$ cat src/hw/matrixConfigPkg.sv
// Matrix unit geometry and widths
`default_nettype none

package matrixConfigPkg;

    // ====================
    // Array geometry
    // ====================

    localparam int arraySizeDefault = 8;    // Rows and columns of the PE grid

    // ====================
    // Element widths
    // ====================

    localparam int weightWidth = 8;         // Signed weight, also the activation lane width
    localparam int actWidth    = 7;         // Unsigned activation before zero extension

    // Partial sum grows by one bit per doubling of the rows it passes
    localparam int sumWidth = weightWidth + actWidth + $clog2(arraySizeDefault);

    // ====================
    // Address widths
    // ====================

    // Element address is row times size plus column
    localparam int elemAddrWidth = $clog2(arraySizeDefault * arraySizeDefault);
    localparam int rowAddrWidth  = $clog2(arraySizeDefault);    // Selects one row

endpackage

`default_nettype wire

$ cat src/hw/operandMemory.sv
// Element-write row-read operand memory
`default_nettype none

module operandMemory
    import matrixConfigPkg::*;
#(
    parameter int arraySize = arraySizeDefault,
    parameter int elemWidth = weightWidth
) (
    input  wire                                clk,
    input  wire                                wrEn,     // Already gated by the controller
    input  wire [elemAddrWidth-1:0]            wrAddr,   // Row times size plus column
    input  wire [elemWidth-1:0]                wrData,
    input  wire [rowAddrWidth-1:0]             rdAddr,   // Row index
    output logic [arraySize-1:0][elemWidth-1:0] rdRow    // Registered, one cycle latency
);

    localparam int depth = arraySize * arraySize;

    // ====================
    // Storage
    // ====================

    logic [elemWidth-1:0] mem [depth];

    // Loader fills one element per cycle
    always_ff @(posedge clk) begin
        if (wrEn) begin
            mem[wrAddr] <= wrData;
        end
    end

    // ====================
    // Row read
    // ====================

    // Whole row leaves in one cycle, lane c is column c
    always_ff @(posedge clk) begin
        for (int col = 0; col < arraySize; col++) begin
            rdRow[col] <= mem[rdAddr * arraySize + col];
        end
    end

endmodule

`default_nettype wire

$ cat config.mk
export PLATFORM = sky130hd
export DESIGN_NAME = operandMemory
export DESIGN_NICKNAME = d
export VERILOG_FILES = /design/src/hw/matrixConfigPkg.sv /design/src/hw/operandMemory.sv
export SDC_FILE = /design/constraint.sdc
export NUM_CORES = 1
export LEC_CHECK = 0
export BUFFER_PORTS_ARGS = -buffer_cell sky130_fd_sc_hd__clkbuf_2
export CAP_MARGIN = 20
export CORE_ASPECT_RATIO = 1.75
export CORE_MARGIN = 3
export CORE_UTILIZATION = 40
export CTS_CLUSTER_DIAMETER = 150
export DETAILED_ROUTE_END_ITERATION = 16
export PLACE_DENSITY = 0.54
export SYNTH_ARGS = -nofsm -noshare
export SYNTH_HDL_FRONTEND = slang
export SYNTH_SLANG_ARGS = --single-unit
$ cat constraint.sdc
create_clock -name clk -period 2.75 [get_ports clk]
set_clock_uncertainty 0.15 [all_clocks]
set_input_delay 0.4125 -clock clk [delete_from_list [all_inputs] [get_ports clk]]
set_output_delay 0.4125 -clock clk [all_outputs]
set_load 0.02 [all_outputs]
Word level (Yosys, flattened, before mapping)
Memories as Yosys holds them, arrays and structs flattened. A register that Yosys moved wholly into a read port is not among the register bits.
Index checks and enable logic that the tools add are counted.
{ "totals": {"regBits": 0, "ramBits": 512, "in_bits": 19, "out_inout_bits": 64, "elab_cells": 10, "mem_count": 1} }
{ "mem_list": {"columns": ["name", "depth", "word_bits", "rd", "rd_clocked_by_memory_dff", "write_ports", "line", "source"], "rows": [
  ["mem", 64, 8, 8, 8, 1, "operandMemory.sv:24", "logic [elemWidth-1:0] mem [depth];"]
]} }
{ "classes": {"n_addsub": 7, "muxes": 2} }
{ "ops": {"columns": ["op", "n"], "rows": [
  ["adder 6 x 3 -> 6 bit, second input constant", 4],
  ["adder 6 x 2 -> 6 bit, second input constant", 2],
  ["adder 6 x 1 -> 6 bit, second input constant", 1],
  ["two-way mux 1 bit", 2]
]} }

Longest topological paths before layout
{ "logic_depth": {"ltp_word": 2, "mapped_depth": 4, "mapped_depth_nobuf": 2} }

Worst setup path after synthesis
No wires, ideal clock.
{ "synth_timing": {"path_type": "in2reg", "startpoint": "input port wrAddr[4]", "endpoint": "memory mem[0][0] in the netlist's numbering, enable pin", "setup_ps": 395, "t_arrival_ps": 2079, "t_required_ps": 2205, "setup_slack_ps": 127, "stages": 4, "path_buffers": 2, "cell_sequence": "clkbuf_1 -> or3b_2 -> clkbuf_1 -> nor4_1"} }
{ "synth_lines": {"columns": ["item", "line", "source"], "rows": [
  ["start, declared", "operandMemory.sv:12", "input wire [elemAddrWidth-1:0] wrAddr,"],
  ["end, declared", "operandMemory.sv:24", null]
]} }
Straight into the memory's write port.

Final worst setup path
{ "layout_timing": {"startpoint": "input port wrEn", "endpoint": "memory mem[40][4] in the netlist's numbering, enable pin"} }
{ "layout_via": {"elab_chain_len": 2} }
{ "layout_lines": {"columns": ["item", "line", "source"], "rows": [
  ["start, declared", "operandMemory.sv:11", "input wire wrEn,"],
  ["two-way mux 1 bit", "operandMemory.sv:28", "if (wrEn) begin"],
  ["two-way mux 1 bit (implied by the code)", "operandMemory.sv:29", "mem[wrAddr] <= wrData;"]
]} }
No other way between the ends.

==> flow_summary.ini <==
[flow_run]
cap_violations = 0

[clocking]
cts_root_buffer = clkbuf_16
cts_max_path_buffers = 3
clock-sinks = 576
htreeDepth = 2
cts_made_buffers = 50
postCtsSetupBuffers = 0
cts_hold_buffers = 1
worstSkewPairLatency_ps = 560
ctsResizeCount = 0
clk_pin_slew_ps = 70
cts_tree = yes

[synthesis]
yosys.area.top_type = edfxtp_1
ys_async_sr_fraction_pct = 0
syn_area_mm2 = 0.02097
synth_ff_type = edfxtp_1
syn_area_per_cell_um2 = 23.27
synth_seq_cells = 576
synth_commonest_cells = 512 x edfxtp_1, 128 x mux4_2, 64 x dfxtp_1, 64 x mux2_2, 48 x nor2_1
synth_nets = 920
synth_area_leaders = edfxtp_1 73%, mux4_2 14%, dfxtp_1 6.1%
synth_most_common_cell = edfxtp_1
seq_area_frac_synth_pct = 79.43
ys_warn_count = 0
synthCells = 901
synth-edff-count = 512
yosysTopAreaCellShare_pct = 73.32
yosysUniqueCellTypes = 22

[critical_path]
cpMaxStageDelayCell = or4b_2
critPathLaunch = wrEn
r2r_start = mem[40][6]$_DFFE_PP_
cp.arrival_ps = 1900
cp.required_ps = 2880
critPathBufInv = 2
crit_family = simple AND/OR/NAND/NOR gates
crit_path_start_kind = primary input
worstSetupPathType = primary input to register
cp-end-kind = register
crit_fanout = 10
cp_slowest_stage_delay_ps = 710
crit_chain = clkbuf_2 > or4b_2 > nor2_1 > buf_4

[min_path]
min_path_type = primary input to register
hold_path_startpoint = rdAddr[1]

[timing]
setup_viol = 0
timing.setup.tns_ps = 0
slew_headroom_pct = 34.71
worst_slew_pin_slew_ps = 979.4
min_period_ps = 1764
hold_viol = 0
max_freq_mhz = 566.8
slew_viol_final = 0
post-route-period-util_pct = 64.16
rsz0062_at_grt = no
fin_ws_ps = 985.7

[power_and_ir_drop]
leakage_nw = 7.998
total_power_mw = 17.75
vdd_ir_drop_max_uv = 444.1
p_per_area_mw_per_mm2 = 725.4

[global_route]
grt_use_total_pct = 16.42
grt_first_pass_wirelength_mm = 66.12
gr-total-overflow = 0
antenna_found_initial = 4
grt_max_degree = 65
first_global_vias = 9997

[die]
placementRows = 110
core-area_mm2 = 0.05161
start_util_pct = 40.63
fp.dieW_um = 179.1
die_area_mm2 = 0.05532
num_io_pins = 83
fp.dieH_um = 308.9

[finish]
diodes = 0
syn2layout_area_growth_pct = 16.69
fin_nets = 1102
drive_above_1_share_pct = 40.84

[route]
first_pass_iters = 6
ant_nets = 0
avgViaCountPerCell = 5.209
drt_iter0_drc = 685
drc = 0
wl_mm = 44.35
routedWlPerCell_um = 24.69
vias = 9356

[placed_design]
dp_hpwl_mm = 27.20
place_ws_ps = 404.5
place_congestion = 0.7534
io_buffers = 82

[status]
outcome = completed
area by class of cell:
class | count | area (µm²)
timing repair buffer | 178 | 1235
clock inverter | 31 | 321.6
fill | 4264 | 27140
multi-input combinational | 277 | 4060
tap | 672 | 840.8
sequential | 576 | 16660
clock buffer | 62 | 1358
metrics by stage:
step / util (%) / area [µm²] / instances / hold WS (ps)
detailed placement: 44.14 / 22780 / 1702 / 520.4
finish: 47.41 / 24470 / 1796 / 288.3
CTS: 47.41 / 24470 / 1796 / 268.9
global route: 47.41 / 24470 / 1796 / 281.4
global placement: 44.14 / 22780 / 1702 / 512.8
floorplan: - / 20970 / 901 / 361.4
where the power goes:
group          internal [mW]  switching (mW)  total (mW)  leakage, nW
Combinational          0.363           0.528       0.891         2.03
Clock                   4.09            3.08        7.17        0.827
Sequential              9.64          0.0458        9.69         5.15
worst paths after layout:
| check | slack (ps) | cells after the start | to |
|---|---|---|---|
| max | 990 | 4 | mem[40][4]$_DFFE_PP_ |
| min | 290 | 2 | rdRow[60]$_DFF_P_ |
| max reg2reg | 1250 | 2 | rdRow[6]$_DFF_P_ |
| min reg2reg | 530 | 2 | rdRow[41]$_DFF_P_ |
routing by layer:
layer / vias to the layer above / GRT usage, % / share of wire (%)
met2: 191 / 29.64 / 54
met3: 63 / 2.174 / 3.6
met4: 6 / 4.481 / 2.3
met1: 5017 / 20.74 / 40
met5: - / 0 / 0.092
li1: 4079 / - / -
placed cells by master (no fill, tap or decap), drive strengths merged:
cell,count
nand2,1
nor2,48
nand4,1
nand3,1
nand3b,4
bufinv,6
clkinv,20
nor3,12
dlygate4sd3,1
clkinvlp,3
or3b,3
nand4b,3
nor4,4
inv,2
edfxtp,512
clkbuf,142
mux2,64
or2,1
mux4,128
dfxtp,64
nand4bb,3
or4b,1
nand2b,3
buf,97
state kept, by name, summed over array words and instances, names as in the netlist:
name and count:
mem 512, rdRow 64
kinds of logic after synthesis:
kind of cell	count (synthesis)	share of synthesized area, %
simple gates	85	2.059
flops	576	79.43
mux	192	17.18
buf+inv	48	1.331
worst reg2reg max path, stage by stage, from the launching register on:
cell and delay, ps:
edfxtp_1 420, mux4_2 540, mux2_2 290
(Power assumes the default switching activity.)
