File: src/hw/matrixConfigPkg.sv
// Matrix unit geometry and widths
`default_nettype none

package matrixConfigPkg;

    // ====================
    // Array geometry
    // ====================

    localparam int arraySizeDefault = 8;    // Rows and columns of the PE grid

    // ====================
    // Element widths
    // ====================

    localparam int weightWidth = 8;         // Signed weight, also the activation lane width
    localparam int actWidth    = 7;         // Unsigned activation before zero extension

    // Partial sum grows by one bit per doubling of the rows it passes
    localparam int sumWidth = weightWidth + actWidth + $clog2(arraySizeDefault);

    // ====================
    // Address widths
    // ====================

    // Element address is row times size plus column
    localparam int elemAddrWidth = $clog2(arraySizeDefault * arraySizeDefault);
    localparam int rowAddrWidth  = $clog2(arraySizeDefault);    // Selects one row

endpackage

`default_nettype wire

File: src/hw/outputAccumulator.sv
// Staggered result capture
`default_nettype none

module outputAccumulator
    import matrixConfigPkg::*;
#(
    parameter int arraySize = arraySizeDefault
) (
    input  wire                                clk,
    input  wire                                rst,
    input  wire                                accWrEn,     // Enable for column 0
    input  wire [arraySize-1:0][sumWidth-1:0]  sumRow,      // Bottom edge of the array
    input  wire [elemAddrWidth-1:0]            resultAddr,  // Vector times size plus column
    output logic signed [sumWidth-1:0]         resultData   // Combinational read
);

    // ====================
    // Diagonal enables
    // ====================

    logic [arraySize-1:1]      enDly;      // Column c enable, c cycles late
    wire  [arraySize-1:0]      colEn = {enDly, accWrEn};
    logic [rowAddrWidth-1:0]   wrPtr [arraySize];  // Vector index per column

    always_ff @(posedge clk or posedge rst) begin
        if (rst) begin
            enDly <= '0;
            for (int col = 0; col < arraySize; col++) begin
                wrPtr[col] <= '0;
            end
        end else begin
            enDly <= colEn[arraySize-2:0];      // Each column one step behind its left
            for (int col = 0; col < arraySize; col++) begin
                // Restart as soon as the enable drops
                wrPtr[col] <= colEn[col] ? wrPtr[col] + 1'b1 : '0;
            end
        end
    end

    // ====================
    // Result store
    // ====================

    logic signed [sumWidth-1:0] store [arraySize * arraySize];

    always_ff @(posedge clk) begin
        for (int col = 0; col < arraySize; col++) begin
            if (colEn[col]) begin
                store[wrPtr[col] * arraySize + col] <= sumRow[col];
            end
        end
    end

    assign resultData = store[resultAddr];  // Held until the next run overwrites it

endmodule

`default_nettype wire

File: config.mk
export PLATFORM = sky130hd
export DESIGN_NAME = outputAccumulator
export DESIGN_NICKNAME = d
export VERILOG_FILES = /design/src/hw/matrixConfigPkg.sv /design/src/hw/outputAccumulator.sv
export SDC_FILE = /design/constraint.sdc
export NUM_CORES = 1
export LEC_CHECK = 0
export BUFFER_PORTS_ARGS = -buffer_cell sky130_fd_sc_hd__buf_2
export CELL_PAD_IN_SITES_DETAIL_PLACEMENT = 1
export CELL_PAD_IN_SITES_GLOBAL_PLACEMENT = 1
export CORE_AREA = 2 2 336 421
export CTS_BUF_LIST = sky130_fd_sc_hd__clkbuf_4 sky130_fd_sc_hd__clkbuf_8
export CTS_CLUSTER_SIZE = 14
export DETAILED_ROUTE_END_ITERATION = 12
export DIE_AREA = 0 0 338 423
export PLACE_DENSITY = 0.6
export SLEW_MARGIN = 30
export SYNTH_ARGS = -nofsm -noshare
export SYNTH_HDL_FRONTEND = slang
export SYNTH_SLANG_ARGS = --single-unit
File: constraint.sdc
create_clock -name clk -period 2.1 [get_ports clk]
set_input_delay 0.315 -clock clk [delete_from_list [all_inputs] [get_ports clk]]
set_output_delay 0.315 -clock clk [all_outputs]
set_load 0.1 [all_outputs]
Yosys cells after proc, flatten, opt, wreduce, memory -nomap -nowiden
Memory sizes are Yosys's and may differ from the RTL's.
Cells that the tools add are included.
- register bits: 31
- bits in writable memories: 1152
- bits of input ports: 153
- output and inout bits: 18
- logic and storage cells: 49
- memories: 1
- add/sub/neg operators: 15
- muxes and demuxes: 24
- memories (memory ; words ; width ; read ports ; clocked after memory_dff ; write ports ; line ; source):
    store ; 64 ; 18 ; 1 ; 0 ; 8 ; outputAccumulator.sv:44 ; logic signed [sumWidth-1:0] store [arraySize * arraySize];
- operators with widths (operator ; count):
    3-bit by 1-bit adder with 3-bit output, second input constant ; 8
    6-bit by 3-bit adder with 6-bit output, second input constant ; 4
    3-bit 2-to-1 mux ; 8
    1-bit 2-to-1 mux ; 16
    6-bit by 2-bit adder with 6-bit output, second input constant ; 2
    6-bit by 1-bit adder with 6-bit output, second input constant ; 1

Logic depth before layout (Yosys ltp)
- word-level depth: 2
- mapped depth: 9
- mapped depth without buffers: 5

Worst setup path before layout
OpenSTA, ideal clock, no wires.
- kind: input port to output port
- from: input resultAddr[0]
- to: output resultData[17]
- arrival time: 4.371 ns
- data required time: 1.785 ns
- setup slack: -2.586 ns
- stages: 8
- buffers on the path: 3
- cells stage by stage: buf_6 -> buf_6 -> buf_8 -> mux4_2 -> mux2i_1 -> a21oi_1 -> nor2_1 -> o41ai_1
- cells in the longest elaborated chain, start to end: 1
- ends and longest elaborated chain (what ; line ; source):
    start, declared ; outputAccumulator.sv:13 ; input wire [elemAddrWidth-1:0] resultAddr,
    memory 64 x 18 bit ; n/a ;
    end, declared ; outputAccumulator.sv:14 ; output logic signed [sumWidth-1:0] resultData
No other way between the ends.

Final worst setup path
- from: memory store[35][8] (netlist bit)
- to: output resultData[8]
- cells in the longest elaborated chain, start to end: 1
- ends and longest elaborated chain (what ; line):
    start, declared ; outputAccumulator.sv:44
    memory 64 x 18 bit ; n/a
No other way between the ends.

==> results.toml <==
[status]
outcome = "complete, but fails checks"
failed_checks = "negative setup slack"

[global_routing]
grt_pass1_vias = 26636
grt_max_degree = 32
antenna_found_initial = 14
grt_use_total = 0.213
grt_pass1_wl_mm = 211
overflow = 0

[critical_path]
endpoint_kind = "output pin"
critPathLaunchType = "flop"
r2r_start = "enDly[3]"
path_class = "flop to output pin"
required_ps = 1780
worst-path-max-fanout = 1
crit_arrival_ps = 2770
r2r_cells = 3
rrSetupSlack_ps = 230
r2r-end = "store[3][4]"

[drt]
vias = 24825
routedWlPerCell_um = 32.2
drc = 0
vias_per_cell = 5.31
firstDrtPassIters = 7
initialDrtViolationCount = 2811
totalWireLength_mm = 150
ant_nets = 0

[yosys]
synth_most_common_cell = "edfxtp_1"
yosys_warnings = 0
synth-edff-count = 1152
syn_area_per_cell_um2 = 22.5
netlist.top_cell.by_area = "edfxtp_1"
syn_area_mm2 = 0.0456
syn_nets = 2183
ys_ff_latch = 1183
synth_cell_types = 45
yosysTopAreaCellShare = 0.759
synth_cells = 2022
synth_area_leaders = "edfxtp_1, mux4_2, dfrtp_1, mux2i_1, mux4_1"
synthTopCellsByCount = "edfxtp_1, mux4_2, nor2_1"
seq_area_frac_synth = 0.776
ys_async_sr_fraction = 0.0262
synthFlopType = "edfxtp_1"

[final_layout]
final_area_mm2 = 0.0571
regArea_mm2 = 0.0354
layout-drive-gt1-share = 0.407
syn2layout_area_growth_pct = 25.2
nFillCells = 13194
multi_input_area_mm2 = 0.0103
layout.nets = 2823

[sta]
max_slew.worst_pin.slew_ps = 592
max_freq_mhz = 324
hold_violations = 0
timing.final.ws_setup_ps = -986
setup_viol = 18
max_slew_margin = 0.604
post-route-period-util = 1.47
tns_ps = -16440
clock_skew_ps = 33.2
rsz0062_at_grt = "true"
period_minus_slack_ps = 3090
hold_ws_ps = 132
maxSlewViolCount = 0

[place]
postPlaceCellArea_mm2 = 0.0517
hpwl_mm = 103
portBuffers = 170
globalplace.congestion = 0.880
dp_slack_ps = -751

[floorplanning]
initial_utilization = 0.328
rows = 153
die_y_um = 423
fp.dieArea_mm2 = 0.143
io_pins = 171
die_w_um = 338
coreArea_mm2 = 0.139

[min_path]
hold_class = "input port to async pin"

[clocking]
root_buffer = "clkbuf_8"
cts_made_buffers = 172
cts_tree = "yes"
clock_sinks = 1183
clockBufferDepth = 3
clk_latency_ps = 870
postCtsSetupRepairBufs = 0
clkTransAtPathRegs_ps = 60
htree_levels = 4

[power_and_ir_drop]
power.leakage_nw = 18.8
vdd_ir_drop_max_mv = 0.580
p_per_area_mw_per_mm2 = 886

[job]
cap_viol_max_count = 0
-- how the worst max path moves through the flow --
stage	startpoint	to	slack, ps	cells after the start
floorplan	resultAddr[1]	resultData[17]	-600	6
global placement	resultAddr[1]	resultData[1]	-770	10
detailed placement	resultAddr[1]	resultData[1]	-750	10
CTS	store[50][8]	resultData[8]	-1080	5
global route	store[19][8]	resultData[8]	-1100	6
finish	store[35][8]	resultData[8]	-990	5
-- cell usage in the layout, fill, tap and decap left out, types with 17 or more instances in the layout --
cell type and n:
o21ai_0 27, dfrtp_1 31, nand2b_1 27, clkbuf_4 51, nor2_2 52, clkinv_2 22
mux2i_1 34, mux4_2 290, nand2_1 59, edfxtp_1 1152, buf_2 148, clkinv_1 47
o22ai_1 18, buf_12 103, clkbuf_8 174, dlygate4sd3_1 146, and2_1 17, buf_4 167
-- kinds of logic (layout without fill, tap and decap cells) --
| family | after synthesis | in the layout | share of synthesized area |
|---|---|---|---|
| flops | 1183 | 1183 | 0.776 |
| xor+xnor | 8 | 8 | 0.00154 |
| fa+ha+maj | 8 | 8 | 0.00220 |
| mux | 345 | 345 | 0.159 |
| buf+inv | 110 | 893 | 0.0181 |
| simple gates | 208 | 208 | 0.0209 |
| compound gates | 160 | 160 | 0.0222 |
| other cells | 0 | 10 | 0 |
-- per-stage QoR --
stage          utilization  power, mW  cells
4_1_cts              0.411       50.9   4665
6_report             0.411       50.6   4675
5_1_grt              0.411       52.1   4675
2_1_floorplan            -       29.5   2022
3_5_place_dp         0.373       31.7   4205
3_3_place_gp         0.373       31.6   4205
-- final cells by class --
type                       count  area share
antenna                       10    0.000438
tap                         1860      0.0408
timing repair buffer         566      0.0972
multi-input combinational    729       0.181
inverter                      10    0.000658
clock buffer                 225      0.0487
sequential                  1183       0.620
clock inverter                92      0.0121
-- power by group --
group / internal, mW / switching (mW) / leakage [nW] / total [mW]
clock network: 9.73 / 9.18 / 1.82 / 18.9
registers: 26.6 / 0.232 / 10.9 / 26.8
logic: 1.91 / 2.92 / 6.07 / 4.84
-- worst max-delay path: stages (launching register included) --
cell      delay, ps
edfxtp_1        390
mux4_2          550
mux4_2          510
nor2_4          120
o31ai_4         110
buf_12          200
-- registers in the layout, summed over array words and instances, names as in the netlist --
| signal | count |
|---|---|
| wrPtr | 24 |
| store | 1152 |
| enDly | 7 |
-- routing by layer --
metal,GRT usage,share of wire
met5,0,0
met1,0.281,0.40
met4,0.0673,0.029
met2,0.343,0.49
met3,0.0556,0.082
-- timing repair --
item                                    CTS  global route
endpoints found under the hold margin  1187             0
setup endpoints to repair                18            18
gates resized for setup                 105            25
pin swaps                                29            16
hold buffers                            146             0
No activity file was read; power rests on OpenSTA's default activity.
