$ cat src/hw/matrixConfigPkg.sv
// Matrix unit geometry and widths
`default_nettype none

package matrixConfigPkg;

    // ====================
    // Array geometry
    // ====================

    localparam int arraySizeDefault = 8;    // Rows and columns of the PE grid

    // ====================
    // Element widths
    // ====================

    localparam int weightWidth = 8;         // Signed weight, also the activation lane width
    localparam int actWidth    = 7;         // Unsigned activation before zero extension

    // Partial sum grows by one bit per doubling of the rows it passes
    localparam int sumWidth = weightWidth + actWidth + $clog2(arraySizeDefault);

    // ====================
    // Address widths
    // ====================

    // Element address is row times size plus column
    localparam int elemAddrWidth = $clog2(arraySizeDefault * arraySizeDefault);
    localparam int rowAddrWidth  = $clog2(arraySizeDefault);    // Selects one row

endpackage

`default_nettype wire

$ cat src/hw/inputSkewBuffer.sv
// Diagonal activation skew
`default_nettype none

module inputSkewBuffer
    import matrixConfigPkg::*;
#(
    parameter int arraySize = arraySizeDefault
) (
    input  wire                                   clk,
    input  wire                                   rst,
    input  wire  [arraySize-1:0][weightWidth-1:0] rowIn,      // Straight from the memory
    input  wire                                   rowValid,
    output logic [arraySize-1:0][weightWidth-1:0] skewedRow   // Lane k delayed by k cycles
);

    logic [arraySize-1:0][weightWidth-1:0] gatedRow;

    // Idle lanes carry zero so the array needs no valid bits
    always_comb begin
        for (int lane = 0; lane < arraySize; lane++) begin
            gatedRow[lane] = rowValid ? rowIn[lane] : '0;
        end
    end

    for (genvar lane = 0; lane < arraySize; lane++) begin : gLane
        if (lane == 0) begin : gDirect
            assign skewedRow[lane] = gatedRow[lane];    // Top row has no delay
        end else begin : gDelay
            logic [weightWidth-1:0] stage [lane];       // Depth equals lane index
            always_ff @(posedge clk or posedge rst) begin
                if (rst) begin
                    for (int i = 0; i < lane; i++) begin
                        stage[i] <= '0;
                    end
                end else begin
                    stage[0] <= gatedRow[lane];
                    for (int i = 1; i < lane; i++) begin
                        stage[i] <= stage[i-1];
                    end
                end
            end
            assign skewedRow[lane] = stage[lane-1];
        end
    end

endmodule

`default_nettype wire

$ cat config.mk
export PLATFORM = sky130hd
export DESIGN_NAME = inputSkewBuffer
export DESIGN_NICKNAME = d
export VERILOG_FILES = /design/src/hw/matrixConfigPkg.sv /design/src/hw/inputSkewBuffer.sv
export SDC_FILE = /design/constraint.sdc
export NUM_CORES = 1
export LEC_CHECK = 0
export ABC_AREA = 1
export BUFFER_PORTS_ARGS = -buffer_cell sky130_fd_sc_hd__buf_2
export CORE_UTILIZATION = 42
export CTS_BUF_LIST = sky130_fd_sc_hd__clkbuf_4 sky130_fd_sc_hd__clkbuf_8
export DETAILED_ROUTE_END_ITERATION = 10
export PLACE_DENSITY = 0.7
export SETUP_SLACK_MARGIN = 0.1
export SYNTH_ARGS = -nofsm -noshare
export SYNTH_HDL_FRONTEND = slang
export SYNTH_SLANG_ARGS = --single-unit
$ cat constraint.sdc
create_clock -name clk -period 22.1 [get_ports clk]
set_clock_uncertainty 0.05 [all_clocks]
set_input_delay 3.315 -clock clk [delete_from_list [all_inputs] [get_ports clk]]
set_output_delay 3.315 -clock clk [all_outputs]
set_load 0.02 [all_outputs]
# Word-level counts from Yosys, hierarchy flattened
# Index checks and enable logic that the tools add are counted.
totals:
  ff_bits: 224
  word_cells: 36
classes:
  n_mux: 8
op_table:
  columns: ["operator", "count"]
  rows:
  - ["two-way mux 8 bit", 8]

# Depth between registers and ports, before layout
# Gate-level depths: netlist of run 1.
depth:
  ltp_word: 1
  ltp_mapped: 5

# Least setup slack after synthesis of run 1
# OpenSTA, ideal clock, no wires.
synth_path:
  kind: "input port to output port"
  start: "input rowValid"
  end: "output skewedRow[0] in the netlist's numbering"
  arrival_time_ns: 3.821
  required_ns: 18.735
  path_slack_ns: 14.914
  path_stages: 5
  path_buffers: 3
  cell_sequence: "buf_4 > buf_6 > nand2_1 > inv_1 > buf_4"
synth_rtl:
  columns: ["element", "line_no", "text"]
  rows:
  - ["start: declaration", "inputSkewBuffer.sv:12", "input wire rowValid,"]
  - ["end: declaration", "inputSkewBuffer.sv:13", "output logic [arraySize-1:0][weightWidth-1:0] skewedRow"]

==> flow_metrics.env, run 1 <==
export IMPL_cts_sink_count=224
export IMPL_grt_pass1_vias=3119
export IMPL_clock_latency_ns=0.50
export IMPL_ant_nets=0
export IMPL_final_setup_viol_count=0
export IMPL_syn2layout_area_growth_pct=16.5
export IMPL_status="finished clean"
export IMPL_nets=588
export IMPL_final_area_mm2=0.00767
export IMPL_multiInputGateArea_um2=240
export IMPL_crit_top_cell="buf_2"
export IMPL_seqPwrFrac=0.552
export IMPL_critPathLaunch="rowValid"
export IMPL_antenna_cells=0
export IMPL_p_int_uw=622
export IMPL_cts_tree="built"
export IMPL_synth_ff_type="dfrtp_1"
export IMPL_powerDensity_mw_per_mm2=103
export IMPL_path_cells="buf_2 > nand2_1 > inv_1 > buf_2"
export IMPL_placed_cell_area_mm2=0.00702
export IMPL_drc=0
export IMPL_worst_path_largest_cell_delay_ns=0.77
export IMPL_postCtsSetupBuffers=0
export IMPL_cts_root_buf="clkbuf_8"
export IMPL_yosysSeqAreaShare=0.851
export IMPL_post_cts_resized=0
export IMPL_synth_edff_count=0
export IMPL_vias=2912
export IMPL_die_h_um=127
export IMPL_hold_buffers=0
export IMPL_fin_tns_setup_ns=0
export IMPL_htreeDepth=2
export IMPL_combPwrFrac=0.043
export IMPL_regArea_mm2=0.00561
export IMPL_first_pass_iters=4
export IMPL_synth_area_leaders="dfrtp_1, buf_4, inv_1"
export IMPL_p_sw_uw=167
export IMPL_relSlewSlack=0.310
export IMPL_cp_max_fo=64
export IMPL_finalCriticalPeriod_ns=7.87
export IMPL_slowest_stage="buf_2"
export IMPL_wl_um=8430
export IMPL_end_kind="output port"
export IMPL_required_ns=18.74
export IMPL_fmax_mhz=127
export IMPL_fp_dieW_um=127
export IMPL_drive_gt1_frac=0.347
export IMPL_holdCritStartpoint="gLane[6].gDelay.stage[41]$_DFF_PP0_"
export IMPL_clkPwrFrac=0.404
export IMPL_dp_slack_ns=14.25
export IMPL_ys_types=5
export IMPL_final_period_utilization=0.356
export IMPL_maxCapViolCount=0
export IMPL_numCtsBuffers=35
export IMPL_max_vdd_ir_drop_uv=53.1
export IMPL_dieArea_mm2=0.0162
export IMPL_hold_class="flip-flop to flip-flop"
export IMPL_fin_util=0.503
export IMPL_p_leak_nw=4.45
export IMPL_ios=131
export IMPL_routabilityCongestion=0.698
export IMPL_num_rows=45
export IMPL_yosysWarnings=0
export IMPL_r2r_start="gLane[5].gDelay.stage[24]$_DFF_PP0_"
export IMPL_worstMarginPinSlew_ns=1.03
export IMPL_final_hold_violation_count=0
export IMPL_drt_iter0_drc=96
export IMPL_synth_fp_nets=483
export IMPL_avgSynthCellArea_um2=15.8
export IMPL_routedWlPerCell_um=11.2
export IMPL_drv_slew=0
export IMPL_synthCells=416
export IMPL_cts_path_max_buffers=3
export IMPL_initial_core_util=0.432
export IMPL_overflow=0
export IMPL_synth_seq_cells=224
export IMPL_n_fill_cell=1288
export IMPL_grt_max_degree=141
export IMPL_core_area_mm2=0.0153
export IMPL_synth_top_cell_by_area="dfrtp_1"
export IMPL_synth_common_cells="dfrtp_1, inv_1, nand2_1"
export IMPL_viasPerCell=3.88
export IMPL_track_usage=0.111
export IMPL_dp_hpwl_um=5090
export IMPL_clkTransAtPathRegs_ns=0.05
export IMPL_yosys_area_top_type_share=0.851
export IMPL_synth_area_mm2=0.00659
export IMPL_path_class="input pin to output port"
export IMPL_synthArstFlopShare=1.00
export IMPL_rsz0062_at_grt="no"
export IMPL_crit_path_start_kind="input pin"
export IMPL_port_buffers=130
export IMPL_swShare=0.212
export IMPL_synth_most_common_cell="dfrtp_1"
export IMPL_arrival_ns=4.51
export IMPL_setup_slack_ns=14.23
export IMPL_antenna_found_initial=0
export IMPL_grt_pass1_wl_um=14000
## flip-flops by register name, summed over array words and instances, names as in the netlist
signal / flops
skewedRow: 48
gLane.gDelay.stage: 176
## power groups by stage
stage	sequential, mW	clock, mW	combinational (mW)
finish	0.436	0.319	0.0340
detailed placement	0.444	0	0.0352
global placement	0.443	0	0.0339
CTS	0.437	0.334	0.0352
global route	0.438	0.353	0.0383
floorplan	0.443	0	0.0272
## worst max-delay path, delay by kind of cell
family,cells,cell delay (ns)
buffers and inverters,3,1.05
and+or+nand+nor,1,0.14
## final cells by class
cell class                      instances  area share
Clock buffer                           51      0.0817
Clock inverter                          4     0.00342
Inverter                               65      0.0328
Multi-Input combinational cell         64      0.0313
Sequential cell                       224       0.731
Tap cell                              211      0.0344
Timing Repair Buffer                  131      0.0858
## placed cells by master, fill, tap and decap left out
| cell type | n |
|---|---|
| dfrtp_1 | 224 |
| inv_6 | 1 |
| inv_8 | 1 |
| buf_4 | 1 |
| clkinvlp_4 | 1 |
| clkbuf_4 | 12 |
| clkinv_2 | 2 |
| nand2_1 | 64 |
| inv_1 | 64 |
| clkbuf_8 | 39 |
| buf_2 | 130 |
## per-stage QoR
step                std cells  hold slack [ns]  power, mW
finish                    750            0.288      0.789
global route              750            0.297      0.829
CTS                       750            0.291      0.806
detailed placement        695            0.285      0.479
global placement          695            0.282      0.476
floorplan                 416            0.281      0.470
## final timing paths
kind,depth (start not counted),slack (ns),to
worst max register to register,0,21.55,gLane[5].gDelay.stage[16]$_DFF_PP0_
min in group asynchronous,2,2.97,gLane[4].gDelay.stage[8]$_DFF_PP0_
worst max-delay path,4,14.23,skewedRow[6]
max in group asynchronous,3,17.48,gLane[5].gDelay.stage[36]$_DFF_PP0_
worst min register to register,0,0.29,gLane[6].gDelay.stage[33]$_DFF_PP0_
worst min-delay path,0,0.29,gLane[6].gDelay.stage[33]$_DFF_PP0_
## layer usage
metal  wire, um  GRT usage  vias to the layer above  part of all wire
met5          0          0                        -                 0
met4        225     0.0588                        0             0.027
met3        688     0.0482                       21             0.082
li1           -          -                     1348                 -
met1       3320      0.123                     1432              0.39
met2       4200      0.184                      111              0.50
## kinds of logic after synthesis
group                  after synthesis  share of synthesized area
flip-flops                         224                      0.851
AND/OR/NAND/NOR                     64                     0.0365
buffers and inverters              128                      0.112
Power figures use the tool's default switching activity.
==> inputs of run 2 (changes only) <==
PLACE_DENSITY = 0.72   (was 0.7)
clock period = 6.88 ns   (was 22.1 ns; I/O delays follow)
==> run 2 against run 1 <==
  * First-iteration DRC count decreased by 11%
  * Sequential power grew to 3.2 times the previous value
  * Sequential cell count is the same
  * Critical endpoint is now skewedRow[7]
==> flow_metrics.env, run 2 (same netlist as run 1, synthesis figures left out) <==
export IMPL_whs_ns=0.286
export IMPL_regMostFlops="gLane.gDelay.stage"
export IMPL_critPathLaunch="rowValid"
export IMPL_postCtsSetupBuffers=0
export IMPL_routedWlPerCell_um=10.9
export IMPL_setup_slack_ns=3.88
export IMPL_htreeDepth=2
export IMPL_dp_slack_ns=3.86
export IMPL_dp_cells=696
export IMPL_crit_path_start_kind="input pin"
export IMPL_overflow=0
export IMPL_maxCapViolCount=0
export IMPL_cp_max_fo=64
export IMPL_final_hold_violation_count=0
export IMPL_arrival_ns=1.92
export IMPL_grt_max_degree=225
export IMPL_status="finished clean"
export IMPL_regArea_mm2=0.00561
export IMPL_die_h_um=127
export IMPL_grt_pass1_wl_um=14000
export IMPL_p_leak_nw=4.55
export IMPL_crit_end="skewedRow[7]"
export IMPL_path_class="input pin to output port"
export IMPL_initial_core_util=0.432
export IMPL_n_fill_cell=1282
export IMPL_drt_iter0_drc=85
export IMPL_clock_latency_ns=0.50
export IMPL_antenna_cells=0
export IMPL_track_usage=0.112
export IMPL_hold_class="flip-flop to flip-flop"
export IMPL_use_met2=0.178
export IMPL_clkTransAtPathRegs_ns=0.06
export IMPL_post_cts_resized=0
export IMPL_cts_path_max_buffers=3
export IMPL_dp_hpwl_um=4760
export IMPL_viasPerCell=3.81
export IMPL_grt_pass1_vias=3110
export IMPL_layout_common_cells="dfrtp_1, buf_2, nand2_1, inv_1, clkbuf_8"
export IMPL_use_met3=0.0448
export IMPL_numCtsBuffers=38
export IMPL_final_period_utilization=0.436
export IMPL_ant_nets=0
export IMPL_rsz0062_at_grt="no"
export IMPL_hold_buffers=0
export IMPL_multiInputGateArea_um2=240
export IMPL_busiest_layer="met2"
export IMPL_dieArea_mm2=0.0162
export IMPL_fin_tns_setup_ns=0
export IMPL_routabilityCongestion=0.681
export IMPL_final_area_mm2=0.00789
export IMPL_drv_slew=0
export IMPL_reg2reg_depth=0
export IMPL_ff2ff_setup_slack_ns=6.33
export IMPL_wl_um=8310
export IMPL_cts_tree="built"
export IMPL_relSlewSlack=0.206
export IMPL_required_ns=5.80
export IMPL_drc=0
export IMPL_num_rows=45
export IMPL_fin_cells=766
export IMPL_powerDensity_mw_per_mm2=351
export IMPL_holdPathStages=0
export IMPL_core_area_mm2=0.0153
export IMPL_final_common_cell="dfrtp_1"
export IMPL_nets=592
export IMPL_cts_sink_count=224
export IMPL_finalCriticalPeriod_ns=3.00
export IMPL_final_setup_viol_count=0
export IMPL_port_buffers=130
export IMPL_antenna_found_initial=0
export IMPL_fp_dieW_um=127
export IMPL_first_pass_iters=4
export IMPL_worstMarginPinSlew_ns=1.19
export IMPL_r2r_start="gLane[7].gDelay.stage[52]$_DFF_PP0_"
export IMPL_ios=131
export IMPL_use_met1=0.127
export IMPL_end_kind="output port"
export IMPL_regToRegEndpoint="gLane[7].gDelay.stage[44]$_DFF_PP0_"
export IMPL_max_vdd_ir_drop_uv=146
export IMPL_cts_root_buf="clkbuf_8"
export IMPL_syn2layout_area_growth_pct=19.8
export IMPL_fmax_mhz=334
export IMPL_placed_cell_area_mm2=0.00704
export IMPL_drive_gt1_frac=0.366
export IMPL_largest_register_ffs=176
export IMPL_vias=2915
-- run 2: worst min-delay path by stage --
stage | start | slack (ns) | endpoint
after floorplan | gLane[3].gDelay.stage[18]$_DFF_PP0_ | 0.28 | gLane[3].gDelay.stage[10]$_DFF_PP0_
after global placement | gLane[3].gDelay.stage[22]$_DFF_PP0_ | 0.28 | gLane[3].gDelay.stage[14]$_DFF_PP0_
after detailed placement | gLane[4].gDelay.stage[19]$_DFF_PP0_ | 0.28 | gLane[4].gDelay.stage[11]$_DFF_PP0_
after CTS | gLane[6].gDelay.stage[29]$_DFF_PP0_ | 0.28 | gLane[6].gDelay.stage[21]$_DFF_PP0_
after global routing | gLane[6].gDelay.stage[29]$_DFF_PP0_ | 0.29 | gLane[6].gDelay.stage[21]$_DFF_PP0_
final | gLane[6].gDelay.stage[29]$_DFF_PP0_ | 0.29 | gLane[6].gDelay.stage[21]$_DFF_PP0_
-- run 2: worst max-delay path, cell delays in order --
cell and delay, ns:
buf_2 0.07, buf_4 0.46, nand2_1 0.10, inv_1 0.07, buf_2 0.15
-- run 2: where the power goes --
| part | switching, mW | internal (mW) |
|---|---|---|
| clock | 0.492 | 0.764 |
| sequential | 0.0165 | 1.38 |
| combinational | 0.0753 | 0.0340 |
-- run 2: stage by stage --
step | total power [mW] | util
final | 2.77 | 0.517
after global routing | 2.90 | 0.517
after CTS | 2.82 | 0.517
after detailed placement | 1.54 | 0.461
after global placement | 1.53 | 0.461
after floorplan | 1.51 | -
-- run 2: cell type report --
class,count,area share
clock inverters,15,0.0208
inverters,65,0.0314
multi-input cells,64,0.0305
well taps,211,0.0335
clock buffers,55,0.0872
flip-flops and latches,224,0.711
repair buffers,132,0.0860
-- run 2: metal layers --
layer	up-vias	share of wire
li1	1369	-
met1	1400	0.41
met2	122	0.48
met3	24	0.083
met4	0	0.032
met5	-	0
