## src/hw/matrixConfigPkg.sv

```systemverilog
// Matrix unit geometry and widths
`default_nettype none

package matrixConfigPkg;

    // ====================
    // Array geometry
    // ====================

    localparam int arraySizeDefault = 8;    // Rows and columns of the PE grid

    // ====================
    // Element widths
    // ====================

    localparam int weightWidth = 8;         // Signed weight, also the activation lane width
    localparam int actWidth    = 7;         // Unsigned activation before zero extension

    // Partial sum grows by one bit per doubling of the rows it passes
    localparam int sumWidth = weightWidth + actWidth + $clog2(arraySizeDefault);

    // ====================
    // Address widths
    // ====================

    // Element address is row times size plus column
    localparam int elemAddrWidth = $clog2(arraySizeDefault * arraySizeDefault);
    localparam int rowAddrWidth  = $clog2(arraySizeDefault);    // Selects one row

endpackage

`default_nettype wire

```

## src/hw/matrixCtrlPkg.sv

```systemverilog
// Controller states and phase lengths
`default_nettype none

package matrixCtrlPkg;

    // Run order is idle, preload, stream, drain, done
    // Idle and done both take memory writes and a new start
    typedef enum logic [2:0] {
        ctrlIdle,
        ctrlPreload,
        ctrlStream,
        ctrlDrain,
        ctrlDone
    } ctrlState;

    // ====================
    // Phase lengths
    // ====================

    localparam int preloadCycles = matrixConfigPkg::arraySizeDefault;  // One weight row per cycle
    localparam int streamCycles  = matrixConfigPkg::arraySizeDefault;  // One vector per cycle

    // Last vector still has to cross the skew, the array depth and the column delay
    localparam int drainCycles   = 2 * matrixConfigPkg::arraySizeDefault;

endpackage

`default_nettype wire

```

## src/hw/matrixController.sv

```systemverilog
// Matrix unit phase sequencer
`default_nettype none

module matrixController
    import matrixConfigPkg::*;
    import matrixCtrlPkg::*;
#(
    parameter int arraySize  = arraySizeDefault,
    parameter int preloadLen = preloadCycles,
    parameter int streamLen  = streamCycles,
    parameter int drainLen   = drainCycles
) (
    input  wire                      clk,
    input  wire                      rst,
    input  wire                      start,         // One-cycle run request
    input  wire                      memWrite,      // Raw strobe from the loader
    output logic                     busy,
    output logic                     done,
    output logic                     writeAllowed,  // Strobe passed on to the memories
    output logic [rowAddrWidth-1:0]  weightRdAddr,
    output logic [rowAddrWidth-1:0]  actRdAddr,
    output logic                     weightLoad,    // Lines up with weight memory output
    output logic                     actValid,      // Lines up with activation memory output
    output logic                     accWrEn        // Capture enable for column 0
);

    localparam int cntWidth = $clog2(drainLen + 1);   // Longest phase sets the counter width

    ctrlState             state;
    logic [cntWidth-1:0]  phaseCnt;     // Cycle within the current phase
    logic [cntWidth-1:0]  phaseLast;    // Final count of the current phase
    logic                 phaseEnd;
    logic                 canStart;

    // ====================
    // Status and write gate
    // ====================

    assign canStart     = (state == ctrlIdle) || (state == ctrlDone);
    assign writeAllowed = memWrite && canStart;   // Writes while running are dropped
    assign busy         = (state == ctrlPreload) || (state == ctrlStream)
                       || (state == ctrlDrain);
    assign done         = (state == ctrlDone);

    // Weight rows go out bottom row first so row k settles in PE row k
    assign weightRdAddr = rowAddrWidth'(arraySize - 1) - phaseCnt[rowAddrWidth-1:0];
    assign actRdAddr    = phaseCnt[rowAddrWidth-1:0];    // Vector 0 upward

    always_comb begin
        case (state)
            ctrlPreload: phaseLast = cntWidth'(preloadLen - 1);
            ctrlStream:  phaseLast = cntWidth'(streamLen - 1);
            default:     phaseLast = cntWidth'(drainLen - 1);
        endcase
    end

    assign phaseEnd = (phaseCnt == phaseLast);

    // ====================
    // Phase FSM
    // ====================

    always_ff @(posedge clk or posedge rst) begin
        if (rst) begin
            state    <= ctrlIdle;
            phaseCnt <= '0;
        end else begin
            // Count only while running, restart at each phase boundary
            phaseCnt <= (busy && !phaseEnd) ? phaseCnt + 1'b1 : '0;
            case (state)
                ctrlIdle, ctrlDone: begin
                    if (start) begin
                        state <= ctrlPreload;
                    end
                end
                ctrlPreload: if (phaseEnd) state <= ctrlStream;
                ctrlStream:  if (phaseEnd) state <= ctrlDrain;
                ctrlDrain:   if (phaseEnd) state <= ctrlDone;
                default:     state <= ctrlIdle;
            endcase
        end
    end

    // Strobes trail the read address by the one-cycle memory latency
    always_ff @(posedge clk or posedge rst) begin
        if (rst) begin
            weightLoad <= 1'b0;
            actValid   <= 1'b0;
            accWrEn    <= 1'b0;
        end else begin
            weightLoad <= (state == ctrlPreload);
            actValid   <= (state == ctrlStream);
            // Vector 0 leaves column 0 one cycle into drain, then one vector per cycle
            accWrEn    <= (state == ctrlDrain) && (phaseCnt < cntWidth'(arraySize));
        end
    end

endmodule

`default_nettype wire

```

## config.mk

```make
export PLATFORM = sky130hd
export DESIGN_NAME = matrixController
export DESIGN_NICKNAME = d
export VERILOG_FILES = /design/src/hw/matrixConfigPkg.sv /design/src/hw/matrixCtrlPkg.sv /design/src/hw/matrixController.sv
export SDC_FILE = /design/constraint.sdc
export NUM_CORES = 1
export LEC_CHECK = 0
export BUFFER_PORTS_ARGS = -buffer_cell sky130_fd_sc_hd__buf_2
export CAP_MARGIN = 10
export CORE_AREA = 2 2 39 41
export CTS_CLUSTER_DIAMETER = 100
export DETAILED_ROUTE_END_ITERATION = 10
export DIE_AREA = 0 0 41 43
export HOLD_SLACK_MARGIN = 0.15
export PLACE_DENSITY = 0.69
export RECOVER_POWER = 100
export SLEW_MARGIN = 30
export SYNTH_ARGS = -nofsm -noshare
export SYNTH_HDL_FRONTEND = slang
export SYNTH_SLANG_ARGS = --single-unit
```

## constraint.sdc

```tcl
create_clock -name clk -period 1.8 [get_ports clk]
set_input_delay 0.36 -clock clk [delete_from_list [all_inputs] [get_ports clk]]
set_output_delay 0.36 -clock clk [all_outputs]
set_load 0.01 [all_outputs]
```

# ---- Word level (Yosys, flattened, before mapping)
# Index checks and enable logic that the tools add are counted.
dict set report op_classes {
  addsub 2
  n_eq_ne 9
  order_cmp 1
  mux 7
  reduce_logical 11
}
# op count
set ops {}
lappend ops {{two-way mux 3 bit} 4}
lappend ops {{one-hot mux 3 bit (4 select lines)} 1}
lappend ops {{!= test 2 bit (second input constant)} 4}
lappend ops {{equality test 3 x 2 -> 1 bit (second input constant)} 2}
lappend ops {{adder 5 x 1 -> 5 bit (second input constant)} 1}
lappend ops {{equality test 5 bit} 1}
lappend ops {{< comparator 5 x 4 -> 1 bit (second input constant)} 1}
lappend ops {{two-way mux 5 bit} 1}
lappend ops {{two-way mux 4 bit} 1}
lappend ops {{AND reduction 4 bit} 1}
lappend ops {{OR reduction 2 bit} 2}
lappend ops {{equality test 3 x 1 -> 1 bit (second input constant)} 1}
lappend ops {{equality test 3 bit (second input constant)} 1}
lappend ops {{logical AND 1 bit} 3}
lappend ops {{logical NOT 3 bit} 1}
lappend ops {{logical OR 1 bit} 3}
lappend ops {{subtractor 3 bit (first input constant)} 1}
lappend ops {{logical NOT 1 bit} 1}
dict set report word_totals {
  word_cells 35
  reg_bits 11
  out_inout_bits 12
  input_bits 4
}

# ---- Longest topological paths before layout
# Gate-level depths: netlist (run 1).
dict set report depth {
  ltp_word 7
  depth_mapped 4
  mapped_depth_nobuf 4
}

# ---- Worst setup path before layout (run 1)
# No wires, ideal clock.
dict set report synth_timing {
  kind {reg2reg}
  startpoint {reg phaseCnt[0]}
  endpoint {reg phaseCnt[3]}
  n_path_buf 0
  required_ns 1.706
  setup_slack_ns 0.385
  setup_time_ns 0.094
  path_stages_with_launch 5
  period_less_slack_ns 1.415
  t_arrival_ns 1.321
  cell_sequence {dfrtp_1 ha_1 and3b_1 a211o_1 a221oi_2}
}
dict set report synth_via {
  elab_chain_cells 4
  word_cells_on_any_way 5
  cone_classes {1 x add/sub; 1 x eq/ne; 1 x mux; 2 x reduce/logical}
}
# element line
set synth_rtl {}
lappend synth_rtl {{start: declaration} matrixController.sv:30} ;# logic [cntWidth-1:0] phaseCnt;
lappend synth_rtl {{start signal: assignment} matrixController.sv:69} ;# phaseCnt <= (busy && !phaseEnd) ? phaseCnt + 1'b1 : '0;
lappend synth_rtl {{parallel branches: the longest is 3 deep, another holds adder 5 x 1 -> 5 bit} --}
lappend synth_rtl {{two-way mux 5 bit (*)} matrixController.sv:69}
# Every way passes the cells marked *.
# A chain may end at the register's enable or synchronous reset.

# ---- Worst setup path after layout (run 1)
dict set report layout_timing {
  startpoint {reg state[0]}
  endpoint {out writeAllowed}
}
dict set report layout_via {
  elab_chain_cells 3
  word_cells_on_any_way 4
  cone_classes {1 x eq/ne; 3 x reduce/logical}
}
# element line
set layout_rtl {}
lappend layout_rtl {{start: declaration} matrixController.sv:29} ;# ctrlState state;
lappend layout_rtl {{start signal: assignment} matrixController.sv:65} ;# state <= ctrlIdle;
lappend layout_rtl {{start signal: assignment} matrixController.sv:73} ;# state <= ctrlPreload;
lappend layout_rtl {{start signal: assignment} matrixController.sv:76} ;# ctrlPreload: if (phaseEnd) state <= ctrlStream;
lappend layout_rtl {{equality test 3 bit or logical NOT 3 bit (tied branches)} matrixController.sv:39} ;# assign canStart = (state == ctrlIdle) || (state == ctrlDone);
lappend layout_rtl {{logical OR 1 bit (*)} matrixController.sv:39}
lappend layout_rtl {{logical AND 1 bit (*)} matrixController.sv:40} ;# assign writeAllowed = memWrite && canStart;
lappend layout_rtl {{end: declaration} matrixController.sv:19} ;# output logic writeAllowed,
# Mark *: on every way between the ends. The rest lies on a longest branch, timed or not.

==> results of run 1 <==
-- critical path: cells and delay by family, from the launching register on --
family | cells | cell delay [ns]
flops | 1 | 0.46
buf+inv | 1 | 0.14
simple gates | 2 | 0.41
-- power by group through the flow --
stage	Sequential [mW]	Clock, mW	Combinational, mW
final	0.437	0.173	0.419
after global routing	0.453	0.185	0.479
after detailed placement	0.437	0	0.461
after floorplan	0.403	0	0.377
after CTS	0.434	0.176	0.468
after global placement	0.434	0	0.453
-- cell families after synthesis --
kind of cell | count (synthesis) | share of synthesized area [%]
adder cells (fa/ha/maj) | 1 | 2.13
XOR/XNOR | 1 | 1.49
buffers and inverters | 14 | 11.5
multiplexers | 1 | 1.70
AO/OA/AOI/OAI | 12 | 15.3
flip-flops | 11 | 46.8
AND/OR/NAND/NOR | 21 | 21.1
-- per-stage QoR --
step / util (%) / worst slack (ns) / instance area [sq um]
finish: 48.1 / 0.146 / 666
global route: 48.1 / 0.0399 / 666
CTS: 49.5 / 0.0377 / 686
detailed placement: 46.9 / 0.297 / 649
global placement: 46.9 / 0.313 / 649
floorplan: - / 0.385 / 588
-- registers in the layout, summed over array words and instances, names as in the netlist --
signal and count:
phaseCnt 5, state 3, accWrEn 1, actValid 1, weightLoad 1
-- metal layers --
layer | GRT usage (%) | vias to the layer above | share of wire, %
li1 | - | 241 | -
met1 | 19.3 | 230 | 41
met2 | 25.6 | 26 | 51
met3 | 4.71 | 3 | 6.3
met4 | 10.0 | 0 | 2.1
met5 | 0 | - | 0
-- path summary, 6_finish.rpt --
path | startpoint | endpoint | cells after the start
max reg2reg | phaseCnt[0]$_DFF_PP0_ | phaseCnt[3]$_DFF_PP0_ | 4
min reg2reg | phaseCnt[4]$_DFF_PP0_ | accWrEn$_DFF_PP0_ | 1
min in group asynchronous | rst | weightLoad$_DFF_PP0_ | 3
max | state[0]$_DFFE_PP0P_ | writeAllowed | 3
max in group asynchronous | rst | phaseCnt[2]$_DFF_PP0_ | 3
min | start | state[0]$_DFFE_PP0P_ | 3
-- placed cells by master (no fill, tap or decap), types with 2 or more instances in the layout --
master    Yosys  layout
clkbuf_4      0       3
buf_2         3       5
clkbuf_1      0      12
nand2_1       2       2
inv_1         7       7
dfrtp_1      11      11
a21oi_1       4       4
nand3_1       2       2
and2_1        2       2
nor4_1        2       2
nor3_1        5       5
-- what timing repair did --
| action | in CTS | in global routing |
|---|---|---|
| endpoints found under the setup margin | 0 | 2 |
| setup buffers | 0 | 0 |
| hold buffers | 1 | 0 |
| endpoints found under the hold margin | 11 | 0 |
| gates resized for setup | 0 | 1 |
-- final cells by class --
cell class	instances	area [sq um]	area share (%)
Clock buffer	4	26.3	3.95
Multi-Input combinational cell	36	241	36.3
Sequential cell	11	275	41.4
Timing Repair Buffer	17	76.3	11.5
Tap cell	16	20.0	3.01
Inverter	7	26.3	3.95
==> impl_metrics.env, run 1 <==
export IMPL_globalplace_congestion=0.817
export IMPL_yosysMostFrequentCell="dfrtp_1"
export IMPL_seq_area_frac_synth_pct=46.8
export IMPL_crit_slowest_cell="dfrtp_1"
export IMPL_finalHoldViolCount=0
export IMPL_insertion_delay_ns=0.27
export IMPL_ys_ff_latch=11
export IMPL_diodes=0
export IMPL_nFillCells=148
export IMPL_synthToLayoutAreaGrowth_pct=13.2
export IMPL_finalPower_mw=1.03
export IMPL_drt_initial_drc_count=17
export IMPL_netlist_cell_type_count=29
export IMPL_drive_above_1_share_pct=12.0
export IMPL_grt_pass1_wl_microns=1950
export IMPL_coreArea_sq_um=1380
export IMPL_netlist_top_cells_count="11 x dfrtp_1, 7 x inv_1, 5 x nor3_1, 4 x a21oi_1"
export IMPL_port_buffers=15
export IMPL_synthCells=61
export IMPL_die_w_microns=41
export IMPL_rsz0062_at_grt="false"
export IMPL_detail_route_first_pass_iterations=4
export IMPL_cp_arrival_ns=1.29
export IMPL_p_seq_share_pct=42.5
export IMPL_slowest_delay_ns=0.46
export IMPL_pin_count=16
export IMPL_drv_slew=0
export IMPL_num_rows=14
export IMPL_synth_ff_type="dfrtp_1"
export IMPL_start_kind="register"
export IMPL_setup_tns_final_ns=0
export IMPL_power_clock_fraction_pct=16.8
export IMPL_fin_hold_ws_ns=0.330
export IMPL_status="finished, final reports clean"
export IMPL_fin_crit_ns=1.65
export IMPL_period_share_pct=91.9
export IMPL_ctsLongestPathBuffers=2
export IMPL_max_freq_mhz=604
export IMPL_avgViaCountPerCell=5.49
export IMPL_share_comb_of_total_power_pct=40.7
export IMPL_final_nets=81
export IMPL_start_util_pct=42.5
export IMPL_critPathCaptureType="primary output"
export IMPL_yosysTopAreaCell="dfrtp_1"
export IMPL_fp_dieH_microns=43
export IMPL_p_per_area_nw_per_um2=1550
export IMPL_root_buffer="clkbuf_4"
export IMPL_stdcell_count=91
export IMPL_tightest_slew_ns=0.431
export IMPL_internal_power_mw=0.596
export IMPL_cp_required_ns=1.44
export IMPL_grt_max_degree=15
export IMPL_switching_share_pct=42.1
export IMPL_fin_skew_ns=0.000692
export IMPL_grt_usage_pct=16.6
export IMPL_cellLeakagePower_nw=0.298
export IMPL_cts_made_buffers=3
export IMPL_dp_cells=86
export IMPL_synth_nets=66
export IMPL_setup_viol=0
export IMPL_wl_per_cell_microns=13.0
export IMPL_relSlewSlack_pct=71.2
export IMPL_synth_top_area_share_pct=46.8
export IMPL_worstSetupPathType="register to primary output"
export IMPL_htree_levels=1
export IMPL_drtAntennaViolNets=0
export IMPL_tritoncts="done"
export IMPL_cts_sinks=11
export IMPL_ir_drop_mv=0.826
export IMPL_drv_cap=0
export IMPL_ys_warn_count=0
export IMPL_hpwlAfterDp_microns=841
export IMPL_antenna_found_initial=0
export IMPL_clk_pin_slew_worst_paths_ns=0.07
export IMPL_synth_avg_cell_area_sq_um=9.64
export IMPL_rrSetupSlack_ns=0.26
export IMPL_syn_area_sq_um=588
export IMPL_path_cells="nor2_2 -> and2_1 -> clkbuf_1"
export IMPL_vias=500
export IMPL_synth_edff_count=0
export IMPL_grt_pass1_vias=454
export IMPL_power_switching_mw=0.433
export IMPL_wirelength_microns=1180
export IMPL_synth_async_sr_flop_share_pct=100
export IMPL_hp_class="primary input to register"
export IMPL_synth_area_leaders="dfrtp_1 47%, inv_1 4.5%, nor3_1 4.3%"
export IMPL_path_max_fanout=8
export IMPL_grt_overflow_total=0
export IMPL_drc=0
export IMPL_die_area_sq_um=1760
No activity file was read; power rests on OpenSTA's default activity.
==> run 2, diff against run 1 <==
Settings changed: CTS_BUF_LIST from default to sky130_fd_sc_hd__clkbuf_4, CTS_CLUSTER_SIZE from default to 40.
==> impl_metrics.env, run 2 (same netlist as run 1, synthesis figures left out) <==
export IMPL_status="finished, final reports clean"
export IMPL_cp_arrival_ns=1.29
export IMPL_start_kind="register"
export IMPL_worstSetupPathType="register to primary output"
export IMPL_ctsLongestPathBuffers=2
export IMPL_globalplace_congestion=0.817
export IMPL_nFillCells=148
export IMPL_largest_register_ffs=5
export IMPL_setup_viol=0
export IMPL_start_util_pct=42.5
export IMPL_tritoncts="done"
export IMPL_insertion_delay_ns=0.27
export IMPL_crit_slowest_cell="dfrtp_1"
export IMPL_pin_count=16
export IMPL_drc=0
export IMPL_finalHoldViolCount=0
export IMPL_p_per_area_nw_per_um2=1560
export IMPL_rrSetupSlack_ns=0.26
export IMPL_setup_tns_final_ns=0
export IMPL_num_rows=14
export IMPL_wl_per_cell_microns=13.1
export IMPL_slowest_delay_ns=0.46
export IMPL_grt_usage_pct=16.6
export IMPL_relSlewSlack_pct=71.3
export IMPL_drv_slew=0
export IMPL_drv_cap=0
export IMPL_cp_required_ns=1.44
export IMPL_root_buffer="clkbuf_4"
export IMPL_reg2regPathDepth=4
export IMPL_wirelength_microns=1190
export IMPL_worstSetupStartpoint="state[0]$_DFFE_PP0P_"
export IMPL_path_cells="nor2_2 -> and2_1 -> clkbuf_1"
export IMPL_r2r_end="phaseCnt[3]$_DFF_PP0_"
export IMPL_final_cell_mix="11 x dfrtp_1, 11 x clkbuf_1, 7 x inv_1"
export IMPL_fp_dieH_microns=43
export IMPL_largest_register="phaseCnt"
export IMPL_rsz0062_at_grt="false"
export IMPL_hpwlAfterDp_microns=841
export IMPL_die_area_sq_um=1760
export IMPL_grt_max_degree=15
export IMPL_htree_levels=1
export IMPL_cts_made_buffers=3
export IMPL_critPathCaptureType="primary output"
export IMPL_largestRegisters="phaseCnt (5), state (3)"
export IMPL_fin_hold_ws_ns=0.330
export IMPL_hp_class="primary input to register"
export IMPL_period_share_pct=91.8
export IMPL_max_freq_mhz=605
export IMPL_r2r_start="phaseCnt[0]$_DFF_PP0_"
export IMPL_drive_above_1_share_pct=13.3
export IMPL_die_w_microns=41
export IMPL_grt_pass1_wl_microns=1950
export IMPL_fin_crit_ns=1.65
export IMPL_grt_overflow_total=0
export IMPL_cp_endpoint="writeAllowed"
export IMPL_tightest_slew_ns=0.430
export IMPL_drtAntennaViolNets=0
export IMPL_fin_skew_ns=0.00125
export IMPL_drt_initial_drc_count=16
export IMPL_detail_route_first_pass_iterations=8
export IMPL_final_nets=81
export IMPL_cts_sinks=11
export IMPL_path_max_fanout=8
export IMPL_vias=494
export IMPL_synthToLayoutAreaGrowth_pct=13.8
export IMPL_diodes=0
export IMPL_port_buffers=15
export IMPL_ir_drop_mv=0.826
export IMPL_grt_pass1_vias=459
export IMPL_coreArea_sq_um=1380
export IMPL_cellLeakagePower_nw=0.302
export IMPL_antenna_found_initial=0
export IMPL_avgViaCountPerCell=5.43
export IMPL_clk_pin_slew_worst_paths_ns=0.07
-- run 2: cell counts in the layout (fill, tap and decap cells not counted) --
No cell type changed its count.
-- run 2: where the power goes --
part,internal (mW),leakage [nW],total [mW],switching (mW)
logic,0.175,0.144,0.422,0.247
clock network,0.101,0.0184,0.188,0.0865
registers,0.336,0.140,0.437,0.102
-- run 2: worst min-delay path by stage --
stage	startpoint	to	slack, ns	cells after the start
3_3_place_gp	rst	weightLoad$_DFF_PP0_	0.37	2
2_1_floorplan	rst	accWrEn$_DFF_PP0_	0.21	1
5_1_grt	start	state[0]$_DFFE_PP0P_	0.36	3
6_report	start	state[0]$_DFFE_PP0P_	0.33	3
4_1_cts	start	state[0]$_DFFE_PP0P_	0.33	3
3_5_place_dp	rst	phaseCnt[3]$_DFF_PP0_	0.38	2
-- run 2: worst max-delay path, delay by kind of cell, from the launching register on --
kind | cells | cell delay, ns
buf+inv | 1 | 0.14
flops | 1 | 0.46
simple gates | 2 | 0.41
-- run 2: what timing repair did --
item,in CTS,in global routing
resized for setup,0,1
setup buffers,0,0
endpoints found under the setup margin,0,2
hold buffers,1,0
hold endpoints to repair,11,0
-- run 2: area by class of cell --
class | instances | area [sq um] | share of cell area (%)
sequential | 11 | 275 | 41.1
multi-input combinational | 36 | 241 | 36.1
timing repair buffer | 17 | 76.3 | 11.4
clock buffer | 4 | 30.0 | 4.49
inverter | 7 | 26.3 | 3.93
tap | 16 | 20.0 | 2.99
-- run 2: per-layer routing --
layer | part of all wire, % | track usage [%] | vias up
li1 | - | - | 241
met4 | 3.0 | 10.0 | 0
met5 | 0 | 0 | -
met1 | 42 | 19.0 | 229
met2 | 49 | 25.9 | 19
met3 | 5.0 | 4.71 | 5
-- run 2: stage by stage --
step	util (%)	total power, mW	setup WS (ns)	cells	instance area [sq um]
floorplan	-	0.779	0.385	61	588
global placement	46.9	0.887	0.313	86	649
detailed placement	46.9	0.898	0.297	86	649
CTS	49.8	1.09	0.0399	91	689
global route	48.4	1.13	0.0412	91	669
finish	48.4	1.05	0.147	91	669
==> run 3, diff against run 2 <==
Settings changed: CORE_AREA 2 2 39 41 to 4 4 41 43, CTS_BUF_LIST sky130_fd_sc_hd__clkbuf_4 to sky130_fd_sc_hd__clkbuf_2, DIE_AREA 0 0 41 43 to 0 0 45 47.
==> impl_metrics.env, run 3 (same netlist as run 1, synthesis figures left out) <==
export IMPL_status="finished, final reports clean"
export IMPL_die_w_microns=45
export IMPL_fin_crit_ns=1.65
export IMPL_pin_count=16
export IMPL_ctsLongestPathBuffers=2
export IMPL_grt_pass1_wl_microns=1980
export IMPL_start_util_pct=45.2
export IMPL_detail_route_first_pass_iterations=4
export IMPL_globalplace_congestion=0.845
export IMPL_cts_made_buffers=3
export IMPL_path_max_fanout=6
export IMPL_cp_required_ns=1.44
export IMPL_vias=487
export IMPL_critPathCaptureType="primary output"
export IMPL_ir_drop_mv=0.853
export IMPL_hp_class="primary input to register"
export IMPL_drc=0
export IMPL_fin_hold_ws_ns=0.345
export IMPL_largestRegisters="phaseCnt (5), state (3)"
export IMPL_start_kind="register"
export IMPL_nFillCells=137
export IMPL_relSlewSlack_pct=71.4
export IMPL_cellLeakagePower_nw=0.303
export IMPL_mostFrequentLayoutCell="clkbuf_1"
export IMPL_power_clock_fraction_pct=13.9
export IMPL_grt_max_degree=15
export IMPL_drt_initial_drc_count=11
export IMPL_tritoncts="done"
export IMPL_fin_skew_ns=0.00159
export IMPL_rsz0062_at_grt="false"
export IMPL_grt_pass1_vias=453
export IMPL_diodes=0
export IMPL_clk_pin_slew_worst_paths_ns=0.10
export IMPL_setup_viol=0
export IMPL_p_per_area_nw_per_um2=1520
export IMPL_p_seq_share_pct=42.2
export IMPL_period_share_pct=91.9
export IMPL_grt_overflow_total=0
export IMPL_cts_sinks=11
export IMPL_switching_share_pct=43.2
export IMPL_final_cell_mix="12 x clkbuf_1, 11 x dfrtp_1, 7 x inv_1"
export IMPL_die_area_sq_um=2120
export IMPL_register_area_sq_um=275
export IMPL_cp_arrival_ns=1.29
export IMPL_wl_per_cell_microns=12.9
export IMPL_hpwlAfterDp_microns=867
export IMPL_insertion_delay_ns=0.26
export IMPL_wirelength_microns=1170
export IMPL_largest_register_ffs=5
export IMPL_placed_cell_area_sq_um=656
export IMPL_stdcell_area_sq_um=659
export IMPL_coreArea_sq_um=1300
export IMPL_port_buffers=15
export IMPL_drv_cap=0
export IMPL_drive_above_1_share_pct=11.8
export IMPL_htree_levels=1
export IMPL_share_comb_of_total_power_pct=44.0
export IMPL_max_freq_mhz=604
export IMPL_tightest_slew_ns=0.429
export IMPL_cts_resized=0
export IMPL_drtAntennaViolNets=0
export IMPL_multi_input_area_sq_um=239
export IMPL_antenna_found_initial=0
export IMPL_synthToLayoutAreaGrowth_pct=12.1
export IMPL_final_nets=82
export IMPL_avgViaCountPerCell=5.35
export IMPL_fp_dieH_microns=47
export IMPL_largest_register="phaseCnt"
export IMPL_finalHoldViolCount=0
export IMPL_setup_tns_final_ns=0
export IMPL_power_switching_mw=0.432
export IMPL_worstSetupPathType="register to primary output"
export IMPL_grt_usage_pct=13.7
export IMPL_drv_slew=0
export IMPL_num_rows=13
export IMPL_internal_power_mw=0.567
export IMPL_root_buffer="clkbuf_2"
[run 3: worst max-delay path, cell delays in order, from the launching register on]
cell and delay (ns):
dfrtp_1 0.39, nor2_1 0.31, and2_1 0.20, buf_2 0.13
[run 3: final timing paths]
path,from,endpoint,slack (ns),cells after the start
setup / recovery,state[0]$_DFFE_PP0P_,done,0.15,3
hold / removal,start,state[0]$_DFFE_PP0P_,0.35,3
setup reg to reg,phaseCnt[0]$_DFF_PP0_,phaseCnt[3]$_DFF_PP0_,0.26,4
hold reg to reg,phaseCnt[4]$_DFF_PP0_,accWrEn$_DFF_PP0_,0.54,1
max in group asynchronous,rst,state[0]$_DFFE_PP0P_,0.88,3
min in group asynchronous,rst,weightLoad$_DFF_PP0_,0.62,3
[run 3: routing by layer]
metal  vias up  share of wire, %  track usage (%)  wire length, microns
met2        18                47             20.9                   546
met1       218                44             16.5                   517
li1        247                 -                -                     -
met4         0               2.8             12.3                    33
met5         -                 0                0                     0
met3         4               6.5             2.30                    76
[run 3: per-stage QoR]
step	total power [mW]	setup WS (ns)	cells	utilization [%]
after global routing	1.10	0.0370	91	50.7
after global placement	0.904	0.356	86	50.4
after detailed placement	0.913	0.306	86	50.4
final	0.999	0.145	91	50.7
after CTS	1.05	0.131	91	52.7
after floorplan	0.779	0.385	61	-
[run 3: repair_timing]
item                                   in CTS  in global routing
endpoints found under the hold margin      11                  0
buffers inserted                            0                  0
hold buffers                                1                  0
[run 3: area by class of cell]
| type | instances | share of cell area, % |
|---|---|---|
| flip-flops and latches | 11 | 41.7 |
| multi-input cells | 36 | 36.2 |
| repair buffers | 18 | 12.1 |
| inverters | 7 | 3.98 |
| clock buffers | 4 | 3.04 |
| well taps | 15 | 2.85 |
[run 3: power groups by stage]
| stage | Clock, mW | Combinational [mW] | Sequential, mW |
|---|---|---|---|
| finish | 0.138 | 0.439 | 0.421 |
| detailed placement | 0 | 0.487 | 0.426 |
| CTS | 0.141 | 0.493 | 0.420 |
| global placement | 0 | 0.486 | 0.418 |
| global route | 0.162 | 0.499 | 0.435 |
| floorplan | 0 | 0.377 | 0.403 |
